## config.mk

```make
export PLATFORM = sky130hd
export DESIGN_NAME = huffman
export DESIGN_NICKNAME = d
export VERILOG_FILES = /design/src/huffman_pkg.sv /design/src/code_builder.sv /design/src/huffman.sv /design/src/merge_engine.sv /design/src/symbol_counter.sv
export SDC_FILE = /design/constraint.sdc
export NUM_CORES = 1
export LEC_CHECK = 0
export CAP_MARGIN = 30
export CORE_ASPECT_RATIO = 1.75
export CORE_MARGIN = 2
export CORE_UTILIZATION = 68
export DETAILED_ROUTE_END_ITERATION = 8
export DONT_BUFFER_PORTS = 1
export GPL_ROUTABILITY_DRIVEN = 0
export HOLD_SLACK_MARGIN = 0.03
export PLACE_DENSITY = 0.9
export SLEW_MARGIN = 20
export SYNTH_ARGS = -nofsm -noshare
export SYNTH_HDL_FRONTEND = slang
export SYNTH_SLANG_ARGS = --single-unit
```

## constraint.sdc

```tcl
create_clock -name clk -period 69.8 [get_ports clk]
set_input_delay 10.47 -clock clk [delete_from_list [all_inputs] [get_ports clk]]
set_output_delay 10.47 -clock clk [all_outputs]
set_load 0.01 [all_outputs]
```

## src/huffman_pkg.sv

```systemverilog
// shared widths and sizes of the six-symbol huffman coder
// node, merge and array types passed between the three stages
`default_nettype none

package huffman_pkg;

	// ========================================
	// sizes
	localparam int NUM_SYMBOLS = 6;  // symbols 1..6
	localparam int CNT_W       = 8;  // up to 255 symbols per frame
	localparam int CODE_W      = 8;  // code word and mask width
	localparam int SYM_FIELD_W = 3;  // symbol field at the bottom of gray_data

	// ========================================
	// types

	// bit k stands for symbol k+1
	typedef logic [NUM_SYMBOLS-1:0] sym_set_t;

	// one row of the node table
	typedef struct packed {
		logic [CNT_W-1:0] count;    // zero marks an empty row
		sym_set_t         members;  // symbols under this node
	} node_t;

	// symbol 1 in slot 0
	typedef logic [NUM_SYMBOLS-1:0][CNT_W-1:0] cnt_array_t;

	// code words and masks, symbol 1 in slot 0
	typedef logic [NUM_SYMBOLS-1:0][CODE_W-1:0] code_array_t;

	// one merge step from the execute stage to the result stage
	typedef struct packed {
		logic     valid;     // one cycle per merge
		sym_set_t one_set;   // lightest node, gets bit 1
		sym_set_t zero_set;  // second lightest, gets bit 0
	} merge_t;

endpackage

`default_nettype wire

```

## src/code_builder.sv

```systemverilog
// result stage of the huffman coder
// code and mask collection per merge, alignment to bit 0, sticky code_valid
`timescale 1ns/100ps
`default_nettype none

module code_builder (
	input  logic                     clk,
	input  logic                     reset,
	input  huffman_pkg::merge_t      merge,
	input  logic                     done,
	output logic                     code_valid,
	output huffman_pkg::code_array_t hc,
	output huffman_pkg::code_array_t m
);

	typedef enum logic [1:0] {
		S_COLLECT,
		S_ALIGN,
		S_HOLD
	} state_t;

	state_t                               state;
	logic [huffman_pkg::NUM_SYMBOLS-1:0] aligned;      // per symbol
	logic                                all_aligned;

	// new bit enters at the top, older bits move down
	function automatic logic [huffman_pkg::CODE_W-1:0] shift_in(
		input logic [huffman_pkg::CODE_W-1:0] word,
		input logic                           msb
	);
		return {msb, word[huffman_pkg::CODE_W-1:1]};
	endfunction

	always_comb begin
		for (int k = 0; k < huffman_pkg::NUM_SYMBOLS; k++) begin
			aligned[k] = m[k][0] || (m[k] == '0);  // absent symbols count as aligned
		end
	end

	assign all_aligned = &aligned;
	assign code_valid  = (state == S_HOLD);

	// ========================================
	// phase control
	always_ff @(posedge clk) begin
		if (reset) begin
			state <= S_COLLECT;
		end else begin
			case (state)
				S_COLLECT: begin
					if (done) begin
						state <= S_ALIGN;
					end
				end
				S_ALIGN: begin
					if (all_aligned) begin
						state <= S_HOLD;
					end
				end
				S_HOLD: state <= S_HOLD;  // until reset
				default: state <= S_COLLECT;
			endcase
		end
	end

	// ========================================
	// code words and masks
	always_ff @(posedge clk) begin
		if (reset) begin
			hc <= '0;
			m  <= '0;
		end else begin
			for (int k = 0; k < huffman_pkg::NUM_SYMBOLS; k++) begin
				if ((state == S_COLLECT) && merge.valid) begin
					if (merge.one_set[k]) begin
						hc[k] <= shift_in(hc[k], 1'b1);
						m[k]  <= shift_in(m[k], 1'b1);
					end else if (merge.zero_set[k]) begin
						hc[k] <= shift_in(hc[k], 1'b0);
						m[k]  <= shift_in(m[k], 1'b1);
					end
				end else if ((state == S_ALIGN) && !aligned[k]) begin
					hc[k] <= shift_in(hc[k], 1'b0);  // toward bit 0
					m[k]  <= shift_in(m[k], 1'b0);
				end
			end
		end
	end

	for (genvar k = 0; k < huffman_pkg::NUM_SYMBOLS; k++) begin : g_mask_chk
		a_mask_form: assert property (@(posedge clk) disable iff (reset)
			code_valid |-> (((m[k] & (m[k] + 1'b1)) == '0) && ((hc[k] & ~m[k]) == '0)));
	end

endmodule

`default_nettype wire

```

## src/huffman.sv

```systemverilog
// top level of the six-symbol huffman coder
// symbol counter, merge engine and code builder in a chain
`timescale 1ns/100ps
`default_nettype none

module huffman (
	input  logic                     clk,
	input  logic                     reset,
	input  logic [7:0]               gray_data,
	input  logic                     gray_valid,
	output logic                     cnt_valid,
	output huffman_pkg::cnt_array_t  cnt,
	output logic                     code_valid,
	output huffman_pkg::code_array_t hc,
	output huffman_pkg::code_array_t m
);

	huffman_pkg::merge_t merge;       // one merge per cycle
	logic                merge_done;  // tree complete

	symbol_counter u_counter (
		.clk        (clk),
		.reset      (reset),
		.gray_data  (gray_data),
		.gray_valid (gray_valid),
		.cnt_valid  (cnt_valid),
		.cnt        (cnt)
	);

	// the count report starts the tree build
	merge_engine u_merge (
		.clk   (clk),
		.reset (reset),
		.start (cnt_valid),
		.cnt   (cnt),
		.merge (merge),
		.done  (merge_done)
	);

	code_builder u_code (
		.clk        (clk),
		.reset      (reset),
		.merge      (merge),
		.done       (merge_done),
		.code_valid (code_valid),
		.hc         (hc),
		.m          (m)
	);

endmodule

`default_nettype wire

```

## src/merge_engine.sv

```systemverilog
// execute stage of the huffman coder
// node table, selection of the two lightest rows and one merge per cycle
`timescale 1ns/100ps
`default_nettype none

module merge_engine (
	input  logic                    clk,
	input  logic                    reset,
	input  logic                    start,
	input  huffman_pkg::cnt_array_t cnt,
	output huffman_pkg::merge_t     merge,
	output logic                    done
);

	huffman_pkg::node_t row [huffman_pkg::NUM_SYMBOLS];

	logic               busy;         // table loaded, merging
	int                 light_idx;
	int                 second_idx;
	logic               light_ok;
	logic               second_ok;
	logic               pair_ok;      // two nonempty rows left
	huffman_pkg::node_t light_node;
	huffman_pkg::node_t second_node;

	// smaller count first, on equal counts the larger member set
	function automatic logic lighter(
		input huffman_pkg::node_t a,
		input huffman_pkg::node_t b
	);
		return (a.count < b.count) ||
			((a.count == b.count) && (a.members > b.members));
	endfunction

	// ========================================
	// selection
	always_comb begin
		light_idx = 0;
		light_ok  = 1'b0;
		for (int k = 0; k < huffman_pkg::NUM_SYMBOLS; k++) begin
			if ((row[k].count != '0) && (!light_ok || lighter(row[k], row[light_idx]))) begin
				light_idx = k;
				light_ok  = 1'b1;
			end
		end
	end

	always_comb begin
		second_idx = 0;
		second_ok  = 1'b0;
		for (int k = 0; k < huffman_pkg::NUM_SYMBOLS; k++) begin
			if ((k != light_idx) && (row[k].count != '0) &&
				(!second_ok || lighter(row[k], row[second_idx]))) begin
				second_idx = k;
				second_ok  = 1'b1;
			end
		end
	end

	assign light_node  = row[light_idx];
	assign second_node = row[second_idx];
	assign pair_ok     = light_ok && second_ok;

	// ========================================
	// merge report
	always_comb begin
		merge.valid    = busy && pair_ok;
		merge.one_set  = light_node.members;
		merge.zero_set = second_node.members;
	end

	assign done = busy && !pair_ok;  // one row left, or none

	always_ff @(posedge clk) begin
		if (reset) begin
			busy <= 1'b0;
		end else if (start) begin
			busy <= 1'b1;
		end else if (done) begin
			busy <= 1'b0;
		end
	end

	// ========================================
	// node table
	always_ff @(posedge clk) begin
		if (start) begin
			for (int k = 0; k < huffman_pkg::NUM_SYMBOLS; k++) begin
				row[k].count   <= cnt[k];
				row[k].members <= huffman_pkg::sym_set_t'(1) << k;  // singleton
			end
		end else if (busy && pair_ok) begin
			// merged node takes the lighter row, the other row empties
			row[light_idx].count    <= light_node.count + second_node.count;
			row[light_idx].members  <= light_node.members | second_node.members;
			row[second_idx].count   <= '0;
			row[second_idx].members <= '0;
		end
	end

	// rows stay disjoint across all merges of a frame
	a_merge_sets: assert property (@(posedge clk) disable iff (reset)
		merge.valid |-> ((merge.one_set & merge.zero_set) == '0) &&
			(merge.one_set != '0) && (merge.zero_set != '0));

endmodule

`default_nettype wire

```

## src/symbol_counter.sv

```systemverilog
// decode stage of the huffman coder
// symbol counting and end-of-burst detection with the count report
`timescale 1ns/100ps
`default_nettype none

module symbol_counter (
	input  logic                    clk,
	input  logic                    reset,
	input  logic [7:0]              gray_data,
	input  logic                    gray_valid,
	output logic                    cnt_valid,
	output huffman_pkg::cnt_array_t cnt
);

	typedef enum logic [1:0] {
		S_IDLE,
		S_RECV,
		S_DONE
	} state_t;

	state_t                              state;
	logic [huffman_pkg::SYM_FIELD_W-1:0] sym_field;
	logic                                counting;

	assign sym_field = gray_data[huffman_pkg::SYM_FIELD_W-1:0];  // upper bits carry nothing
	assign counting  = gray_valid && (state != S_DONE);        // later bursts ignored

	// ========================================
	// frame FSM
	always_ff @(posedge clk) begin
		if (reset) begin
			state     <= S_IDLE;
			cnt_valid <= 1'b0;
		end else begin
			cnt_valid <= 1'b0;
			case (state)
				S_IDLE: begin
					if (gray_valid) begin
						state <= S_RECV;
					end
				end
				S_RECV: begin
					if (!gray_valid) begin  // burst over
						state     <= S_DONE;
						cnt_valid <= 1'b1;
					end
				end
				S_DONE: state <= S_DONE;    // held until reset
				default: state <= S_IDLE;
			endcase
		end
	end

	// values 0 and 7 match no slot
	always_ff @(posedge clk) begin
		if (reset) begin
			cnt <= '0;
		end else if (counting) begin
			for (int k = 0; k < huffman_pkg::NUM_SYMBOLS; k++) begin
				if (sym_field == k + 1) begin
					cnt[k] <= cnt[k] + 1'b1;
				end
			end
		end
	end

	a_cnt_valid_pulse: assert property (@(posedge clk) disable iff (reset)
		cnt_valid |=> !cnt_valid);

endmodule

`default_nettype wire

```

* Word-level counts from Yosys, hierarchy flattened
Memory sizes are Yosys's and may differ from the RTL's.
Cells that the tools add are included.
** Word-level totals
- Output and inout port bits :: 146
- Bits in writable memories :: 84
- Register bits after elaboration :: 150
- Memories :: 1
- Bits of input ports :: 11
- Word-level logic and storage cells :: 293
** Operators by class
- Equality and inequality tests :: 35
- $lt $le $gt $ge :: 18
- $add $sub $neg :: 7
- Muxes and demuxes :: 90
- Bitwise operators :: 2
- Reduce and logical (&&, ||, !) cells :: 118
** Memories
- u_merge.row :: depth 6, bits a word 14, read ports 16, clocked after Yosys merged registers in 0, wr ports 6, line merge_engine.sv:15 : huffman_pkg::node_t row [huffman_pkg::NUM_SYMBOLS];
** Operator list (count)
- 8-bit 2-to-1 mux :: 48
- 32-bit 2-to-1 mux :: 4
- 8-bit equality test :: 9
- 8-bit < comparator :: 9
- 3-bit by 32-bit != test with 1-bit output, first input constant :: 2
- 4-bit by 32-bit != test with 1-bit output, first input constant :: 2
- 6-bit > comparator :: 9
- 8-bit by 1-bit adder with 8-bit output, second input constant :: 6
- 8-bit zero test :: 6
- 8-bit nonzero test :: 6
- 1-bit logical AND :: 36
- 2-bit by 32-bit != test with 1-bit output, first input constant :: 1
- 32-bit nonzero test :: 1
- 14-bit 2-to-1 mux :: 2
- 2-bit AND reduction :: 14
- 14-bit OR reduction :: 2
- 1-bit logical OR :: 25
- 1-bit 2-to-1 mux :: 24
- 3-bit != test, second input constant :: 6
- 1-bit zero test :: 17
- 2-bit nonzero test :: 7
- 2-bit 2-to-1 mux :: 6
- 3-bit 2-to-1 mux :: 4
- 2-bit case mux with 3 select lines :: 2
- other kinds (13) :: 22

* Logic depth before layout (Yosys ltp)
An unclocked memory read counts as a cell.
- Depth in word-level cells :: 77
- Gate-level depth with buffers :: 118
- Depth with buffers taken out :: 103

* Cells and area by module
Synthesis repeated with hierarchy kept, for this count alone.
** Second synthesis, totals
- Cells, all modules :: 1943
- Area total of the unflattened synthesis :: 15970.3 um^2
** By module, submodules not included
- merge_engine :: area an instance 9700.6 um^2, instances 1, cells each 1305, seq. area each 1701.6 um^2
- code_builder :: area an instance 3827.4 um^2, instances 1, cells each 367, seq. area each 1961.9 um^2
- symbol_counter :: area an instance 2442.3 um^2, instances 1, cells each 271, seq. area each 1021.0 um^2

* Worst setup path before layout
OpenSTA, ideal clock, no wires.
- Path kind :: register to register
- From :: memory u_merge.row[0][8] (netlist bit)
- To :: memory u_merge.row[4][13] (netlist bit)
- Cell stages (with the launch flop) :: 112
- Data arrival time :: 21.730 ns
- Setup time :: 0.139 ns
- Period minus slack after synthesis :: 21.869 ns
- Setup slack :: 47.931 ns
- Buffers on the path :: 16
- Data required time :: 69.661 ns
- Path through :: dfxtp_1 inv_1 ha_1 a21o_1 a221o_1 a221o_1 a31oi_1 buf_2 buf_1 mux2i_1 ha_1 and4_1 o21a_1 o31ai_1 o311ai_2 nand2_1 clkbuf_1 clkbuf_1 [... 76 more ...] a21o_1 o21a_1 o21ai_1 buf_4 nor2_1 nand2_1 nor2_1 a221oi_1 ha_1 a21o_1 a21oi_1 o21bai_1 a21oi_1 o21bai_1 a21oi_1 xor2_1 xnor2_1 o22ai_1
** RTL lines (line)
- from (decl) :: merge_engine.sv:15

==> impl_metrics.json <==
{
  "status": "completed",
  "slew_viol_final": 0,
  "grt_pass1_wl_um": 92200,
  "num_antenna_cells": 0,
  "postPlaceCellArea_um2": 15900,
  "grt_max_degree": 153,
  "place.detailed.hpwl_um": 40700,
  "core_um2": 22700,
  "fill_cells": 1513,
  "cts_root_buffer": "clkbuf_16",
  "power_density_nw_per_um2": 44.0,
  "cp-start-kind": "register",
  "p_leak_uw": 0.00702,
  "synth_top_area_cell": "dfxtp_1",
  "netlist.area_leader.share_pct": 29.7,
  "drc_errors": 0,
  "dpl_worst_slack_ns": 40.86,
  "routedWlPerCell_um": 27.7,
  "slew_headroom_pct": 27.1,
  "syn-cell-area_um2": 15800,
  "syn_inst": 1932,
  "post-route-period-util_pct": 45.6,
  "finalSetupViolCount": 0,
  "crit_arrival_ns": 32.19,
  "hp-class": "register to register",
  "post_cts_buffers": 0,
  "fin_ws_ns": 37.99,
  "portBuffers": 0,
  "worstSetupPathType": "register to register",
  "fin_nets": 2044,
  "avgSynthCellArea_um2": 8.17,
  "synth_edf_count": 0,
  "ctsResizeCount": 0,
  "fin_crit_ns": 31.81,
  "wirelength_um": 60900,
  "syn_nets": 2091,
  "num_vias": 16527,
  "rows": 73,
  "slowest_delay_ns": 1.02,
  "clock_sinks": 234,
  "synth_ff_type": "dfxtp_1",
  "multiInputGateArea_um2": 10400,
  "fp.dieH_um": 206,
  "ff_latch_area_um2": 4690,
  "seq_area_frac_synth_pct": 29.7,
  "ys_top_cells_by_area": "dfxtp_1 30%, ha_1 12%, mux2i_1 7.2%",
  "clk_latency_ns": 0.54,
  "tns_ns": 0,
  "clk_path_buf_depth": 3,
  "cts_max_level": 1,
  "crit_top_cell": "ha_1",
  "rsz0062_at_grt": "no",
  "grt_use_total_pct": 48.7,
  "vias_per_cell": 7.52,
  "fin_hold_ws_ns": 0.516,
  "hold_violations": 0,
  "yosysMostFrequentCell": "nor2_1",
  "initial_core_util_pct": 69.4,
  "drtIter0Drc": 2742,
  "worst_path_max_delay_cell": "a21boi_0",
  "ant_nets": 0,
  "netlist_top_cells_count": "259 x nor2_1, 234 x dfxtp_1, 190 x nand2_1",
  "grt_pass1_vias": 16374,
  "cts.reportedPaths.clkPinSlew_ns": 0.08,
  "cts_made_buffers": 20,
  "cts_tree": "done",
  "die_w_um": 119,
  "async_flop_share_pct": 0,
  "hold_buffers": 0,
  "worst_pin_slew_ns": 1.09,
  "path_max_fanout": 42,
  "yosysUniqueCellTypes": 101,
  "dr.pass1.iters": 7,
  "ir_drop_uv": 32.3,
  "die_area_um2": 24500,
  "final_cell_area_um2": 16700,
  "endpoint_kind": "register",
  "antenna_found_initial": 0,
  "io_pins": 157,
  "overflow": 0,
  "postLayoutCoreUtil_pct": 73.3,
  "skew_ns": 0.0216,
  "yosysWarnings": 0,
  "ys_ff_latch": 234,
  "max_cap_violations": 0,
  "syn_to_final_growth_pct": 5.57,
  "cp.required_ns": 70.18,
  "fmax_mhz": 31.4,
  "drive_above_1_share_pct": 7.37
}
area by class of cell:
cell class                 instances  area share (%)
inverter                          60            1.35
tap                              300            2.25
timing repair buffer              33            1.52
sequential                       234            28.1
clock inverter                    10           0.706
multi-input combinational       1536            62.6
clock buffer                      26            3.45
power breakdown:
group | leakage, uW | internal [uW] | switching (uW)
Combinational | 0.00482 | 149 | 310
Clock | 0.000321 | 63.6 | 55.5
Sequential | 0.00189 | 140 | 14.7
metrics by stage:
step	total power (uW)	std cells
after global routing	760	2199
after CTS	689	2195
after floorplan	446	1932
final	733	2199
after global placement	557	2155
after detailed placement	569	2159
worst max-delay path, delay by kind of cell, from the launching register on:
family | cells | cell delay [ns]
adders and majority gates | 10 | 3.14
xor gates and xnor gates | 2 | 0.90
muxes | 5 | 1.71
and+or+nand+nor | 24 | 6.96
buffers and inverters | 10 | 2.22
AOI/OAI and AO/OA | 49 | 15.96
DFF | 1 | 0.63
placed cells by master (no fill, tap or decap), types with 14 or more instances in the layout:
cell / instances
nand4_1: 19
a221oi_1: 22
a21oi_1: 163
a211oi_1: 18
xor2_1: 31
mux2i_1: 114
nand3_1: 55
and4_1: 14
a22oi_1: 50
clkbuf_16: 21
buf_4: 26
nor2_1: 259
o21a_1: 15
inv_1: 59
xnor2_1: 16
o22ai_1: 18
and3_1: 19
a21o_1: 28
dfxtp_1: 233
ha_1: 147
o221ai_1: 16
nor3_1: 30
nor2b_1: 15
nand2_1: 190
o21ai_0: 85
cells by family after synthesis:
kind of cell	after synthesis	synth area share (%)
flip-flops	234	29.7
AO/OA/AOI/OAI	534	23.1
multiplexers	128	8.32
AND/OR/NAND/NOR	679	20.1
adder cells (fa/ha/maj)	148	11.8
XOR/XNOR	47	2.61
buffers and inverters	162	4.40
routing by layer:
metal / part of all wire, % / global-route usage, % / vias to the layer above
met5: 0 / 0 / -
met3: 13 / 16.2 / 585
met2: 44 / 78.6 / 1513
met1: 31 / 50.6 / 7444
met4: 12 / 42.1 / 0
li1: - / - / 6985
worst paths after layout:
kind / start / depth (start not counted) / slack, ns / endpoint
max: u_merge.row[0][9] / 100 / 37.99 / u_merge.row[4][13]
min: u_merge.row[4][6] / 2 / 0.52 / u_merge.row[4][6]
max reg2reg: u_merge.row[0][9] / 100 / 37.99 / u_merge.row[4][13]
min reg2reg: u_merge.row[4][6] / 2 / 0.52 / u_merge.row[4][6]
sequential cells by signal, indices dropped and copies added, names as in the netlist:
name	cells
u_counter.cnt	48
u_counter.state	2
u_merge.busy	1
u_code.state	2
u_counter.cnt_valid	1
u_merge.row	84
u_code.m	48
u_code.hc	48
(Power assumes the default switching activity.)
